[src/rtl/haar_cascade_pkg.sv]
package haar_cascade_pkg;

	// one stage of the cascade
	localparam int NUM_FEATURES = 4;
	localparam int RECTS = 3;      // rectangles per feature
	localparam int CORNERS = 4;    // A, B, C, D in that order

	// corner slots inside a rectangle
	localparam int CORNER_A = 0;
	localparam int CORNER_B = 1;
	localparam int CORNER_C = 2;
	localparam int CORNER_D = 3;

	// signed formats
	localparam int WEIGHT_W = 8;
	// rect sum needs 18 bits signed, times weight 26, three of them 28
	localparam int FEATURE_W = 28;
	localparam int VOTE_W = 16;
	// four votes of 16 bits never overflow 18
	localparam int STAGE_W = 18;

endpackage

[src/rtl/stage_vote_sum.sv]
`timescale 1ns/100ps

module stage_vote_sum
(
	input	logic	calculate,
	input	logic	rst_n,
	input	logic	[haar_cascade_pkg::NUM_FEATURES-1:0] feature_valid,
	input	logic	[haar_cascade_pkg::NUM_FEATURES-1:0][haar_cascade_pkg::VOTE_W-1:0] vote,
	input	logic	signed [haar_cascade_pkg::STAGE_W-1:0] stage_threshold,
	output	logic	stage_valid,
	output	logic	stage_pass,
	output	logic	signed [haar_cascade_pkg::STAGE_W-1:0] stage_sum
);
	import haar_cascade_pkg::*;

	logic signed [STAGE_W-1:0] vote_total;

	always_comb
	begin
		vote_total = '0;
		for (int f = 0; f < NUM_FEATURES; f++)
			vote_total = vote_total + STAGE_W'($signed(vote[f]));   // sign extend
	end

	always_ff @(posedge calculate or negedge rst_n)
	begin
		if (!rst_n)
			stage_valid <= 1'b0;
		else
			stage_valid <= &feature_valid;
	end

	always_ff @(posedge calculate)
	begin
		if (&feature_valid)
		begin
			stage_sum <= vote_total;
			stage_pass <= vote_total >= stage_threshold;
		end
	end

	// all evaluators share one start pulse and one latency
	features_in_step: assert property (@(posedge calculate) disable iff (!rst_n)
		(feature_valid == '0) || (&feature_valid));

endmodule

[config.mk]
export PLATFORM = sky130hd
export DESIGN_NAME = stage_vote_sum
export DESIGN_NICKNAME = d
export VERILOG_FILES = /design/src/rtl/haar_cascade_pkg.sv /design/src/rtl/stage_vote_sum.sv
export SDC_FILE = /design/constraint.sdc
export NUM_CORES = 1
export LEC_CHECK = 0
export BUFFER_PORTS_ARGS = -buffer_cell sky130_fd_sc_hd__buf_2
export CORE_MARGIN = 2
export CORE_UTILIZATION = 51
export DETAILED_ROUTE_END_ITERATION = 8
export GPL_TIMING_DRIVEN = 0
export HOLD_SLACK_MARGIN = 0.02
export PLACE_DENSITY = 0.92
export SYNTH_ARGS = -nofsm -noshare
export SYNTH_HDL_FRONTEND = slang
export SYNTH_SLANG_ARGS = --single-unit
[constraint.sdc]
create_clock -name calculate -period 0.8 [get_ports calculate]
set_clock_uncertainty 0.1 [all_clocks]
set_input_delay 0.08 -clock calculate [delete_from_list [all_inputs] [get_ports calculate]]
set_output_delay 0.08 -clock calculate [all_outputs]
set_load 0.05 [all_outputs]
After elaboration in Yosys (flattened, before gate mapping) --
Cells that the tools add are included.
Storage, ports and cells: bits in registers 20, output and inout port bits 20, logic and storage cells 8, input port bits 88
Operators by class: $lt $le $gt $ge 1, $add $sub $neg 3, reductions and logical operators 1
Operators with widths (number):
- 17-bit by 16-bit adder with 18-bit output | 1
- 18-bit by 16-bit adder with 18-bit output | 1
- 18-bit >= comparator | 1
- 16-bit by 16-bit adder with 17-bit output | 1
- 4-bit AND reduction | 1

Longest topological paths before layout --
depth after elaboration 4, depth in mapped cells 19, depth with buffers taken out 19

Worst setup path before layout --
OpenSTA, ideal clock, no wires.
kind input -> register, start in vote[1] (netlist name), end reg stage_pass, data pin, slack -3.562 ns, data required time 0.438 ns, library setup time 0.262 ns, buffers on the path 0, cell stages on the path 17, data arrival time 3.999 ns, cells stage by stage inv_1 > fa_1 > inv_1 > fa_1 > ha_1 > fa_1 > a211oi_1 > o21ai_0 > a21oi_1 > xnor2_1 > ha_1 > a21o_1 > a21o_1 > a221oi_2 > o21ai_1 > a211oi_2 > mux2_1
On the way: word-level cells in the longest chain between the ends 4
RTL lines:
- from (decl) | line stage_vote_sum.sv:8 | input logic [haar_cascade_pkg::NUM_FEATURES-1:0][haar_cascade_pkg::VOTE_W-1:0] vote,
- 16-bit by 16-bit adder with 17-bit output | line stage_vote_sum.sv:22 | vote_total = vote_total + STAGE_W'($signed(vote[f]));
- 17-bit by 16-bit adder with 18-bit output | line stage_vote_sum.sv:22
- 18-bit by 16-bit adder with 18-bit output | line stage_vote_sum.sv:22
- via vote_total[7] | line stage_vote_sum.sv:16 | logic signed [STAGE_W-1:0] vote_total;
- 18-bit >= comparator | line stage_vote_sum.sv:38 | stage_pass <= vote_total >= stage_threshold;
- to (signal assigned) | line stage_vote_sum.sv:38
- to (decl) | line stage_vote_sum.sv:11 | output logic stage_pass,
The timed path passes the listed nets, and every way through them passes these cells. A chain may end at the register's enable or synchronous reset.

Worst setup path after layout --
Same ends and word-level chain as after synthesis.

==> metrics.md <==
| Metric | Value |
|---|---|
| Synthesized area per cell | 9.35 um2 |
| Crit end category | flop |
| Antenna Nets Post-Route | 0 |
| Seq/Total Area, Yosys | 21.2% |
| Chip height | 78.3 um |
| Power density cells | 2670 mW/mm2 |
| DP Area | 0.00358 mm2 |
| Final GP Congestion | 0.815 |
| Hold Slack | 0.00758 ns |
| Drt first pass iters | 6 |
| Failing checks | negative setup slack |
| Final Util | 76.8% |
| Top Usage Layer GRT | met2 |
| CP Class | in2reg |
| Synth-to-Final Area Change | 47.6% |
| Vias post-DR | 2541 |
| CTS Buf Count | 3 |
| Cell family with the largest share of critical-path delay | adder cells |
| Final setup fails | 39 |
| Hold Path Class | in2async |
| Die Wd | 78.3 um |
| Row count | 27 |
| Diode count | 0 |
| Final nets | 586 |
| WL/cell | 14.9 um |
| Die area | 0.00613 mm2 |
| CP Data Arrival Time | 4.27 ns |
| Crit-path max FO | 2 |
| First-iteration detailed-routing DRC count | 104 |
| Deepest clock path buffer count | 2 |
| I/O Pins | 108 |
| Largest net degree at the start of global routing | 21 |
| Final critical-path required period | 4.34 ns |
| Initial Util | 52.1% |
| Post-synth ARST share | 5.00% |
| Cell count after synthesis | 301 |
| Grt total ovfl | 0 |
| Total track usage | 22.0% |
| Clock transition at path regs | 0.08 ns |
| Post-synth EDFFs | 19 |
| Worst Path Buf+Inv | 3 |
| Slowest cell on the critical path | fa_1 |
| Final setup margin | -3.54 ns |
| Core area | 0.00541 mm2 |
| Buffers added on ports | 107 |
| GRT met1 Usage | 24.2% |
| Pleak | 2.17 nW |
| GRT met2 Usage | 44.1% |
| Top post-synthesis cells by area | fa_1 (23%), edfxtp_1 (20%), ha_1 (16%) |
| DRC | 0 |
| Syn Nets | 457 |
| Final instance area | 0.00415 mm2 |
| CTS tree | yes |
| Slew headroom | 63.9% |
| Leading area contributor after synthesis | fa_1 |
| CP Cell Sequence | buf_6, inv_2, fa_1, inv_2, fa_2, ha_4, fa_2, a211oi_4, nor3_1, nor2_1, nand2_1, a21oi_2, xnor2_2, ha_1, a21o_1, a21o_1, a21oi_2, nor2_1, a211oi_2, mux2_4 |
| H-tree Lvls | 1 |
| Fin crit share | 542% |
| Peak supply drop | 1.32 mV |
| Critical Path Source Type | primary input |
| Distinct cells, synth | 38 |
| First-pass GRT wire length | 10900 um |
| RSZ-0062 raised after global routing | true |
| Tot Pwr | 11.1 mW |
| Top_reg_cell synth | edfxtp_1 |
| Met3 usage | 2.41% |
| Yosys reg bits | 20 |
| Endpoints failing hold | 0 |
| F_max | 230 MHz |
| Slew @ Worst Pin | 0.542 ns |
| Layout cells sized above 1 | 43.4% |
| Count of pins over their slew limit | 0 |
| Dpl ws | -3.80 ns |
| Synth top area share | 23.5% |
| Synth warn | 0 |
| Antenna violations before repair | 0 |
| Mapped cell area | 0.00281 mm2 |
| DP Wirelength | 5280 um |
| Clk root buf | clkbuf_8 |
| Max_cap viols | 0 |
| Sink Count | 20 |
| CP max stage delay | 0.54 ns |
| Critical path required time | 0.73 ns |
| Via density | 5.07 |
| Status | complete, but fails checks |
| Drt total wl | 7460 um |
| Vias in the first global route | 2658 |
## repair_timing
action / CTS / global route
gates resized for setup: 57 / 25
hold buffers: 1 / 0
buffers inserted: 9 / 7
endpoints found under the setup margin: 39 / 39
endpoints found under the hold margin: 1 / 0
pin swaps: 22 / 28
## state kept, by name, indices dropped and copies added (netlist names)
name / cells
stage_sum: 18
stage_pass: 1
stage_valid: 1
## worst paths after layout
kind / from / end / slack [ns] / depth (start not counted)
worst max-delay path: vote[1] / stage_pass$_DFFE_PP_ / -3.54 / 20
worst min-delay path: rst_n / stage_valid$_DFF_PN0_ / 0.008 / 2
max in group asynchronous: rst_n / stage_valid$_DFF_PN0_ / 0.50 / 2
min in group calculate: vote[48] / stage_sum[0]$_DFFE_PP_ / 0.05 / 2
## cell usage after synthesis (3+ instances only)
master / count
o21ai_1: 4
xor2_1: 4
a21oi_1: 18
nor2_1: 7
a21o_1: 11
nand4_1: 5
a211oi_1: 4
nand2_1: 12
o21bai_1: 3
o21ai_0: 5
edfxtp_1: 19
inv_1: 101
xnor2_1: 10
ha_1: 35
fa_1: 33
## metrics by stage
stage,cells,setup TNS [ns]
2_1_floorplan,301,-34.61
3_3_place_gp,480,-42.35
3_5_place_dp,480,-44.22
6_report,501,-40.10
4_1_cts,494,-37.19
5_1_grt,501,-41.55
## power breakdown
group | switching (mW) | leakage, nW | internal, mW | total (mW)
clock network | 0.358 | 0.0288 | 0.440 | 0.797
logic | 4.68 | 1.96 | 4.08 | 8.76
registers | 0.0407 | 0.186 | 1.48 | 1.53
total | 5.08 | 2.17 | 6.00 | 11.1
## final cells by class
cell class	count	area [um2]
sequential	20	596
inverter	101	402
timing repair buffer	124	822
buffer	1	3.75
fill	345	1250
tap	72	90.1
multi-input combinational	179	2180
clock buffer	4	55.1
## layer usage
layer | vias up | wire [um]
met4 | 0 | 328
met5 | - | 0
met1 | 1181 | 2730
met3 | 26 | 345
li1 | 1222 | -
met2 | 112 | 4060
## cell families after synthesis
family          Yosys count  synth area share (%)
buf+inv                 102                  13.6
fa+ha+maj                68                  39.0
compound gates           60                  15.2
simple gates             36                  6.27
flops                    20                  21.2
xor+xnor                 14                  4.36
mux                       1                 0.400
## cells in the final DEF (no fill, tap or decap), drive strengths merged
| cell | instances |
|---|---|
| buf | 123 |
| inv | 101 |
| ha | 35 |
| fa | 33 |
| edfxtp | 19 |
| a21oi | 18 |
| nand2 | 12 |
| a21o | 11 |
| xnor2 | 10 |
| o21ai | 9 |
| nor2 | 7 |
| a211oi | 6 |
| nand4 | 5 |
| clkbuf | 5 |
| xor2 | 4 |
| o41ai | 3 |
| a31oi | 3 |
| o21bai | 3 |
| nand3 | 2 |
| and3 | 2 |
| a41oi | 2 |
| nor3 | 2 |
| o22ai | 1 |
| or2 | 1 |
| nor4 | 1 |
| and2 | 1 |
| o211ai | 1 |
| o21a | 1 |
| nand2b | 1 |
| o31ai | 1 |
| and4 | 1 |
| nand3b | 1 |
| a221oi | 1 |
| mux2 | 1 |
| dlygate4sd3 | 1 |
| dfrtp | 1 |
(Power assumes the default switching activity.)
