===== src/rtl/haar_geom_pkg.sv =====
package haar_geom_pkg;

	// detection window, one stage looks at 10 x 10 pixels
	localparam int WINDOW_W = 10;
	localparam int WINDOW_H = 10;
	localparam int WINDOW_PIXELS = WINDOW_W * WINDOW_H;

	// raw pixel, unsigned greyscale
	localparam int PIXEL_W = 8;

	// summed-area table entry, unsigned
	// worst case is 100 * 255 = 25500
	localparam int INTEG_W = 16;

	// flat table index r * WINDOW_W + c
	localparam int INDEX_W = $clog2(WINDOW_PIXELS);

	// entry r * WINDOW_W + c holds the sum over rows <= r and columns <= c
	// so a rectangle needs corner A outside it, row 0 and column 0 never inside

endpackage


===== src/rtl/integral_image_builder.sv =====
`timescale 1ns/100ps

module integral_image_builder
(
	input	logic	calculate,
	input	logic	rst_n,
	input	logic	pixel_valid,
	input	logic	[haar_geom_pkg::PIXEL_W-1:0] pixel,
	output	logic	[haar_geom_pkg::INTEG_W-1:0] integral [haar_geom_pkg::WINDOW_PIXELS],
	output	logic	image_ready
);
	import haar_geom_pkg::*;

	logic [$clog2(WINDOW_W)-1:0] col;
	logic [$clog2(WINDOW_H)-1:0] row;
	logic [INTEG_W-1:0] row_sum;       // pixels of this row left of col
	logic [INTEG_W-1:0] row_sum_next;
	logic [INTEG_W-1:0] above;
	logic [INDEX_W-1:0] pos;
	logic [INDEX_W-1:0] pos_up;

	assign row_sum_next = row_sum + INTEG_W'(pixel);
	assign pos = INDEX_W'(row * WINDOW_W + col);
	assign pos_up = pos - INDEX_W'(WINDOW_W);

	// entry one row up, nothing above row 0
	always_comb
	begin
		above = '0;
		if (row != '0)
			above = integral[pos_up];
	end

	always_ff @(posedge calculate or negedge rst_n)
	begin
		if (!rst_n)
		begin
			col <= '0;
			row <= '0;
			row_sum <= '0;
			image_ready <= 1'b0;
		end
		else
		begin
			image_ready <= 1'b0;
			if (pixel_valid)
			begin
				if (col == WINDOW_W - 1)
				begin
					col <= '0;
					row_sum <= '0;
					if (row == WINDOW_H - 1)
					begin
						row <= '0;
						image_ready <= 1'b1;   // last pixel of the frame
					end
					else
						row <= row + 1'b1;
				end
				else
				begin
					col <= col + 1'b1;
					row_sum <= row_sum_next;
				end
			end
		end
	end

	// the evaluators sample on the image_ready edge, a write of
	// entry 0 on that same edge is seen only afterwards
	always_ff @(posedge calculate)
	begin
		if (pixel_valid)
			integral[pos] <= row_sum_next + above;
	end

	counters_in_window: assert property (@(posedge calculate) disable iff (!rst_n)
		(col < WINDOW_W) && (row < WINDOW_H));

endmodule


===== config.mk =====
export PLATFORM = sky130hd
export DESIGN_NAME = integral_image_builder
export DESIGN_NICKNAME = d
export VERILOG_FILES = /design/src/rtl/haar_geom_pkg.sv /design/src/rtl/integral_image_builder.sv
export SDC_FILE = /design/constraint.sdc
export NUM_CORES = 2
export LEC_CHECK = 0
export ABC_CLOCK_PERIOD_IN_PS = 26300
export BUFFER_PORTS_ARGS = -buffer_cell sky130_fd_sc_hd__buf_4
export CORE_AREA = 10 10 614 616
export CTS_BUF_LIST = sky130_fd_sc_hd__clkbuf_16
export DETAILED_ROUTE_END_ITERATION = 6
export DIE_AREA = 0 0 624 626
export GPL_TIMING_DRIVEN = 0
export HOLD_SLACK_MARGIN = 0.02
export PLACE_DENSITY = 0.37
export SLEW_MARGIN = 10
export SYNTH_ARGS = -nofsm -noshare
export SYNTH_HDL_FRONTEND = slang
export SYNTH_SLANG_ARGS = --single-unit

===== constraint.sdc =====
create_clock -name calculate -period 26.3 [get_ports calculate]
set_input_delay 1.315 -clock calculate [delete_from_list [all_inputs] [get_ports calculate]]
set_output_delay 1.315 -clock calculate [all_outputs]
set_load 0.005 [all_outputs]

Yosys cells after proc, flatten, opt, wreduce, memory -nomap -nowiden
Cells that the tools add are included.
- add/subtract/negate cells: 6
- multipliers: 1
- order comparisons: 3
- eq/ne operators: 2
- muxes and demuxes: 13
- bitwise logic cells: 2
- reduce and logical (&&, ||, !) cells: 3
- operator list (cell ; count):
    bitwise mux 1600 bit ; 1
    binary-select mux 16 bit (select 7 bit) ; 1
    demux 16 bit (select 7 bit) ; 1
    two-way mux 16 bit ; 5
    adder 16 bit ; 1
    adder 16 x 8 -> 16 bit ; 1
    >= comparator 8 bit, second input constant ; 2
    NOT 7 -> 8 bit ; 2
    adder 4 x 1 -> 4 bit, second input constant ; 2
    equality test 4 bit, second input constant ; 2
    < comparator 8 x 1 -> 1 bit, second input constant ; 1
    two-way mux 4 bit ; 2
    adder 7 x 4 -> 7 bit ; 1
    subtractor 7 x 4 -> 7 bit, second input constant ; 1
    multiplier 4 x 3 -> 6 bit, second input constant ; 1
    nonzero test 4 bit ; 1
    two-way mux 1 bit ; 3
    AND reduction 2 bit ; 1
    logical AND 1 bit ; 1
- register bits: 1625
- input bits: 11
- output and inout port bits: 1601
- logic and storage cells: 134

Logic depth before layout (Yosys ltp)
- word-level depth: 10
- depth in mapped cells: 26
- mapped depth without buffers: 23

Worst setup path before layout
No wires, ideal clock.
- path type: reg-to-reg
- start point: reg col[1]
- end point: reg integral[1006] in the netlist's numbering (data pin)
- setup time: 769 ps
- arrival time: 8401 ps
- data required time: 25531 ps
- slack: 17130 ps
- cell stages (with the launch flop): 26
- path buffers: 5
- clock period less this slack: 9170 ps
- path through: dfrtp_1 -> ha_1 -> fa_1 -> ha_1 -> clkbuf_1 -> buf_2 -> buf_2 -> clkbuf_1 -> clkbuf_1 -> mux4_2 -> mux2i_1 -> o22ai_1 -> mux2i_1 -> nor2_1 -> ha_1 -> inv_1 -> fa_1 -> nor2b_1 -> o21ai_0 -> a21boi_0 -> o21ai_0 -> a21boi_0 -> o21ai_0 -> a21oi_1 -> o31ai_1 -> xnor2_1
- longest elaborated chain between the ends: 9
- elaborated cells on any way between the ends: 15
- those cells by class: add/sub: 3; order compare: 2; mux: 7; bitwise: 2; reduce/logical: 1
- RTL lines (item ; RTL line ; RTL):
    start, declared ; integral_image_builder.sv:14 ; logic [$clog2(WINDOW_W)-1:0] col;
    start signal, assigned ; integral_image_builder.sv:62 ; col <= col + 1'b1;
    adder 7 x 4 -> 7 bit (*) ; integral_image_builder.sv:23 ; assign pos = INDEX_W'(row * WINDOW_W + col);
    subtractor 7 x 4 -> 7 bit ; integral_image_builder.sv:24 ; assign pos_up = pos - INDEX_W'(WINDOW_W);
    NOT 7 -> 8 bit (not written as such) ; integral_image_builder.sv:31 ; above = integral[pos_up];
    binary-select mux 16 bit (select 7 bit) ; integral_image_builder.sv:31 ;
    two-way mux 16 bit (not written as such) (2 in series) ; integral_image_builder.sv:31 ;
    two-way mux 16 bit ; integral_image_builder.sv:30 ; if (row != '0)
    adder 16 bit ; integral_image_builder.sv:74 ; integral[pos] <= row_sum_next + above;
    bitwise mux 1600 bit (*) ; integral_image_builder.sv:74 ;
    end signal, assigned by index ; integral_image_builder.sv:74 ;
    end, declared ; integral_image_builder.sv:9 ; output logic [haar_geom_pkg::INTEG_W-1:0] integral [haar_geom_pkg::WINDOW_PIXELS],
Every way passes the cells marked *; elsewhere a longest branch is shown, timed or not. The select of a mux whose other input is x is not followed.
A chain may end at the register's enable or synchronous reset.

Worst setup path in the final report
- start point: reg row[0]
- end point: reg integral[958] in the netlist's numbering (data pin)
- longest elaborated chain between the ends: 10
- elaborated cells on any way between the ends: 17
- those cells by class: add/sub: 3; mul: 1; order compare: 2; mux: 7; bitwise: 2; reduce/logical: 2
- RTL lines (item ; RTL line ; RTL):
    start, declared ; integral_image_builder.sv:15 ; logic [$clog2(WINDOW_H)-1:0] row;
    start signal, assigned ; integral_image_builder.sv:58 ; row <= row + 1'b1;
    multiplier 4 x 3 -> 6 bit ; integral_image_builder.sv:23 ;
    adder 7 x 4 -> 7 bit ; integral_image_builder.sv:23 ;
    subtractor 7 x 4 -> 7 bit ; integral_image_builder.sv:24 ;
    NOT 7 -> 8 bit (not written as such) ; integral_image_builder.sv:31 ;
    binary-select mux 16 bit (select 7 bit) ; integral_image_builder.sv:31 ;
    two-way mux 16 bit (not written as such) (2 in series) ; integral_image_builder.sv:31 ;
    two-way mux 16 bit ; integral_image_builder.sv:30 ;
    adder 16 bit ; integral_image_builder.sv:74 ;
    bitwise mux 1600 bit (*) ; integral_image_builder.sv:74 ;
Marked as above.

==> run metrics <==
status=finished clean; Cell Rows=between 200 and 250; Die ar.=0.391 mm^2; Boundary Pins=1612; fin area=0.0932 mm^2; synth unique cells=57; grt ovf=0; drt drc=0; Root Buffer=clkbuf_16; GRT Util Overall=0.227; CTS sink count=1625; most frequent CP cell=buf_6; core box area=0.364 mm^2; CTS H-tree lvls=4; Final min period=11.65 ns; post_cts resized=0; Yosys reg bits=about 1600; unrepaired setup endpoints after global routing=false; post-route setup TNS=0 ns; fin crit share=0.443; layout cells sized above 1=0.570; top_reg_cell synth=edfxtp_1; CTS tree=yes; Worst setup EP type=flop; max-cap violations=0; largest cells by area after synthesis=edfxtp_1 (75%), mux4_2 (18%), dfrtp_1 (0.98%); Worst path max stage delay=0.90 ns; CTS Buffer Depth=4; DIE WIDTH=624 um; cts bufs inserted=200; Warnings, synthesis=0; initial antenna violation count=90; via count=43079; number of synthesized flops with an enable pin=1600; Worst Tran Pin Value=1.40 ns; count of final setup violators=0; Worst-Skew Late Latency=0.94 ns; Placed Instance Area=0.0867 mm^2; HPWL after DPL=382000 um; syn avg cell area=22.9 um^2; largest area contributor in the netlist=edfxtp_1; Layout Nets=4884; die height=626 um; Reg clk slew, reported paths=approximately 0.060 ns; max-slew violation count=0; clk_skew=0.0971 ns; CP max FO=13; routed len/inst=about 47 um; post-route ant nets=0; Setup CP Type=reg -> reg; data arrival time of the worst path=~12 ns; Async SR Flop Fraction=0.0154; Fillers=37279; Mapped Area=0.0640 mm^2; CP required=26.99 ns; most frequent cells after synthesis=edfxtp_1 (1600), mux4_2 (507), nor2_1 (138), clkbuf_1 (82); Worst slew margin=0.0580; Syn Inst Count=2797; final hold violation count=0; Post CTS Setup Buffer Count=0; worst min-delay path class=in -> async; Max Fclk=85.8 MHz; vias in the first global route=43168; Synth top area share=0.751; first-pass GRT wire length=565000 um; CTS Hold Bufs=0; routability-driven placement congestion ratio=0.842; starting density of the core=0.176; drt total wl=about 460000 um; share of the yosys chip area belonging to registers=0.761; Synthesized Nets=between 2000 and 3000; Worst setup SP type=flop; top-count cell post-synth=edfxtp_1; Initial DRC Count=5107; I/O Buffers=1611; Crit-path slowest cell=clkbuf_1; largest net degree at the start of global routing=57; area grow syn2layout=45.7%; first drt pass iteration count=7; Via density=4.37
==> critical path, delay by kind of cell, from the launching register on <==
| kind | cells | cell delay, ns |
|---|---|---|
| adders and majority gates | 5 | 2.24 |
| xor gates and xnor gates | 1 | 0.50 |
| DFF | 1 | 0.47 |
| buffers and inverters | 11 | 4.73 |
| muxes | 3 | 0.75 |
| AOI/OAI and AO/OA | 8 | 2.14 |
| and+or+nand+nor | 2 | 0.42 |
==> area by class of cell <==
class / instances / area [um^2] / area share
inverter: 47 / 181 / 0.00195
multi-input combinational: 992 / 15300 / 0.164
antenna: 62 / 155 / 0.00167
timing repair buffer: 1835 / 15800 / 0.170
clock buffer: 201 / 5030 / 0.0540
tap: 4816 / 6030 / 0.0647
buffer: 133 / 636 / 0.00682
sequential: 1625 / 48700 / 0.522
clock inverter: 157 / 1330 / 0.0142
==> per-stage QoR <==
stage / utilization / hold WS (ns) / worst slack [ns] / std cells
global route: 0.256 / 0.322 / 14.16 / 9855
CTS: 0.255 / 0.280 / 14.28 / 9806
finish: 0.256 / 0.351 / 14.65 / 9868
global placement: 0.225 / 0.489 / 1.29 / 9224
detailed placement: 0.238 / 0.501 / 14.36 / 9448
floorplan: - / 0.473 / 17.13 / 2797
==> per-layer routing <==
metal / track usage / routed length, um
met5: 0 / 41
met2: 0.384 / 228000
met1: 0.276 / 181000
met3: 0.0739 / 41800
met4: 0.0653 / 13800
==> flip-flops by register name, indices dropped and copies added (netlist names) <==
register,flops
integral,1600
row_sum,16
col,4
row,4
image_ready,1
==> path summary, 6_finish.rpt <==
kind	cells after the start	from	endpoint	slack, ns
worst max-delay path	30	row[0]$_DFFE_PN0P_	integral[958]$_DFFE_PP_	14.65
worst min-delay path	1	rst_n	image_ready$_DFF_PN0_	0.35
worst max register to register	30	row[0]$_DFFE_PN0P_	integral[958]$_DFFE_PP_	14.65
worst min register to register	1	row_sum[14]$_DFFE_PN0P_	row_sum[14]$_DFFE_PN0P_	0.53
max in group asynchronous	1	rst_n	row_sum[10]$_DFFE_PN0P_	25.64
min in group calculate	1	row_sum[14]$_DFFE_PN0P_	row_sum[14]$_DFFE_PN0P_	0.53
==> cell families (layout without fill, tap and decap cells) <==
| group | Yosys count | in the layout | synth area share |
|---|---|---|---|
| simple gates | 254 | 254 | 0.0175 |
| flops | 1625 | 1625 | 0.761 |
| mux | 547 | 547 | 0.185 |
| fa+ha+maj | 39 | 39 | 0.00810 |
| other cells | 0 | 62 | 0 |
| buf+inv | 180 | 2373 | 0.0114 |
| xor+xnor | 34 | 34 | 0.00489 |
| compound gates | 118 | 118 | 0.0124 |
==> cell usage in the layout (no fill, tap or decap), types with 44 or more instances in the layout <==
cell type  netlist  routed
buf_4            5    1618
edfxtp_1      1600    1600
mux4_2         507     507
clkbuf_16        0     201
buf_6            0      76
inv_1           47      74
nor2_4           0      72
buf_12           0      66
diode_2          0      62
buf_8            0      54
nand2_1         47      47
clkinv_1         0      44
Power is not shown: default switching activity piles up to over one toggle a cycle in this logic, so the estimate is an artifact.
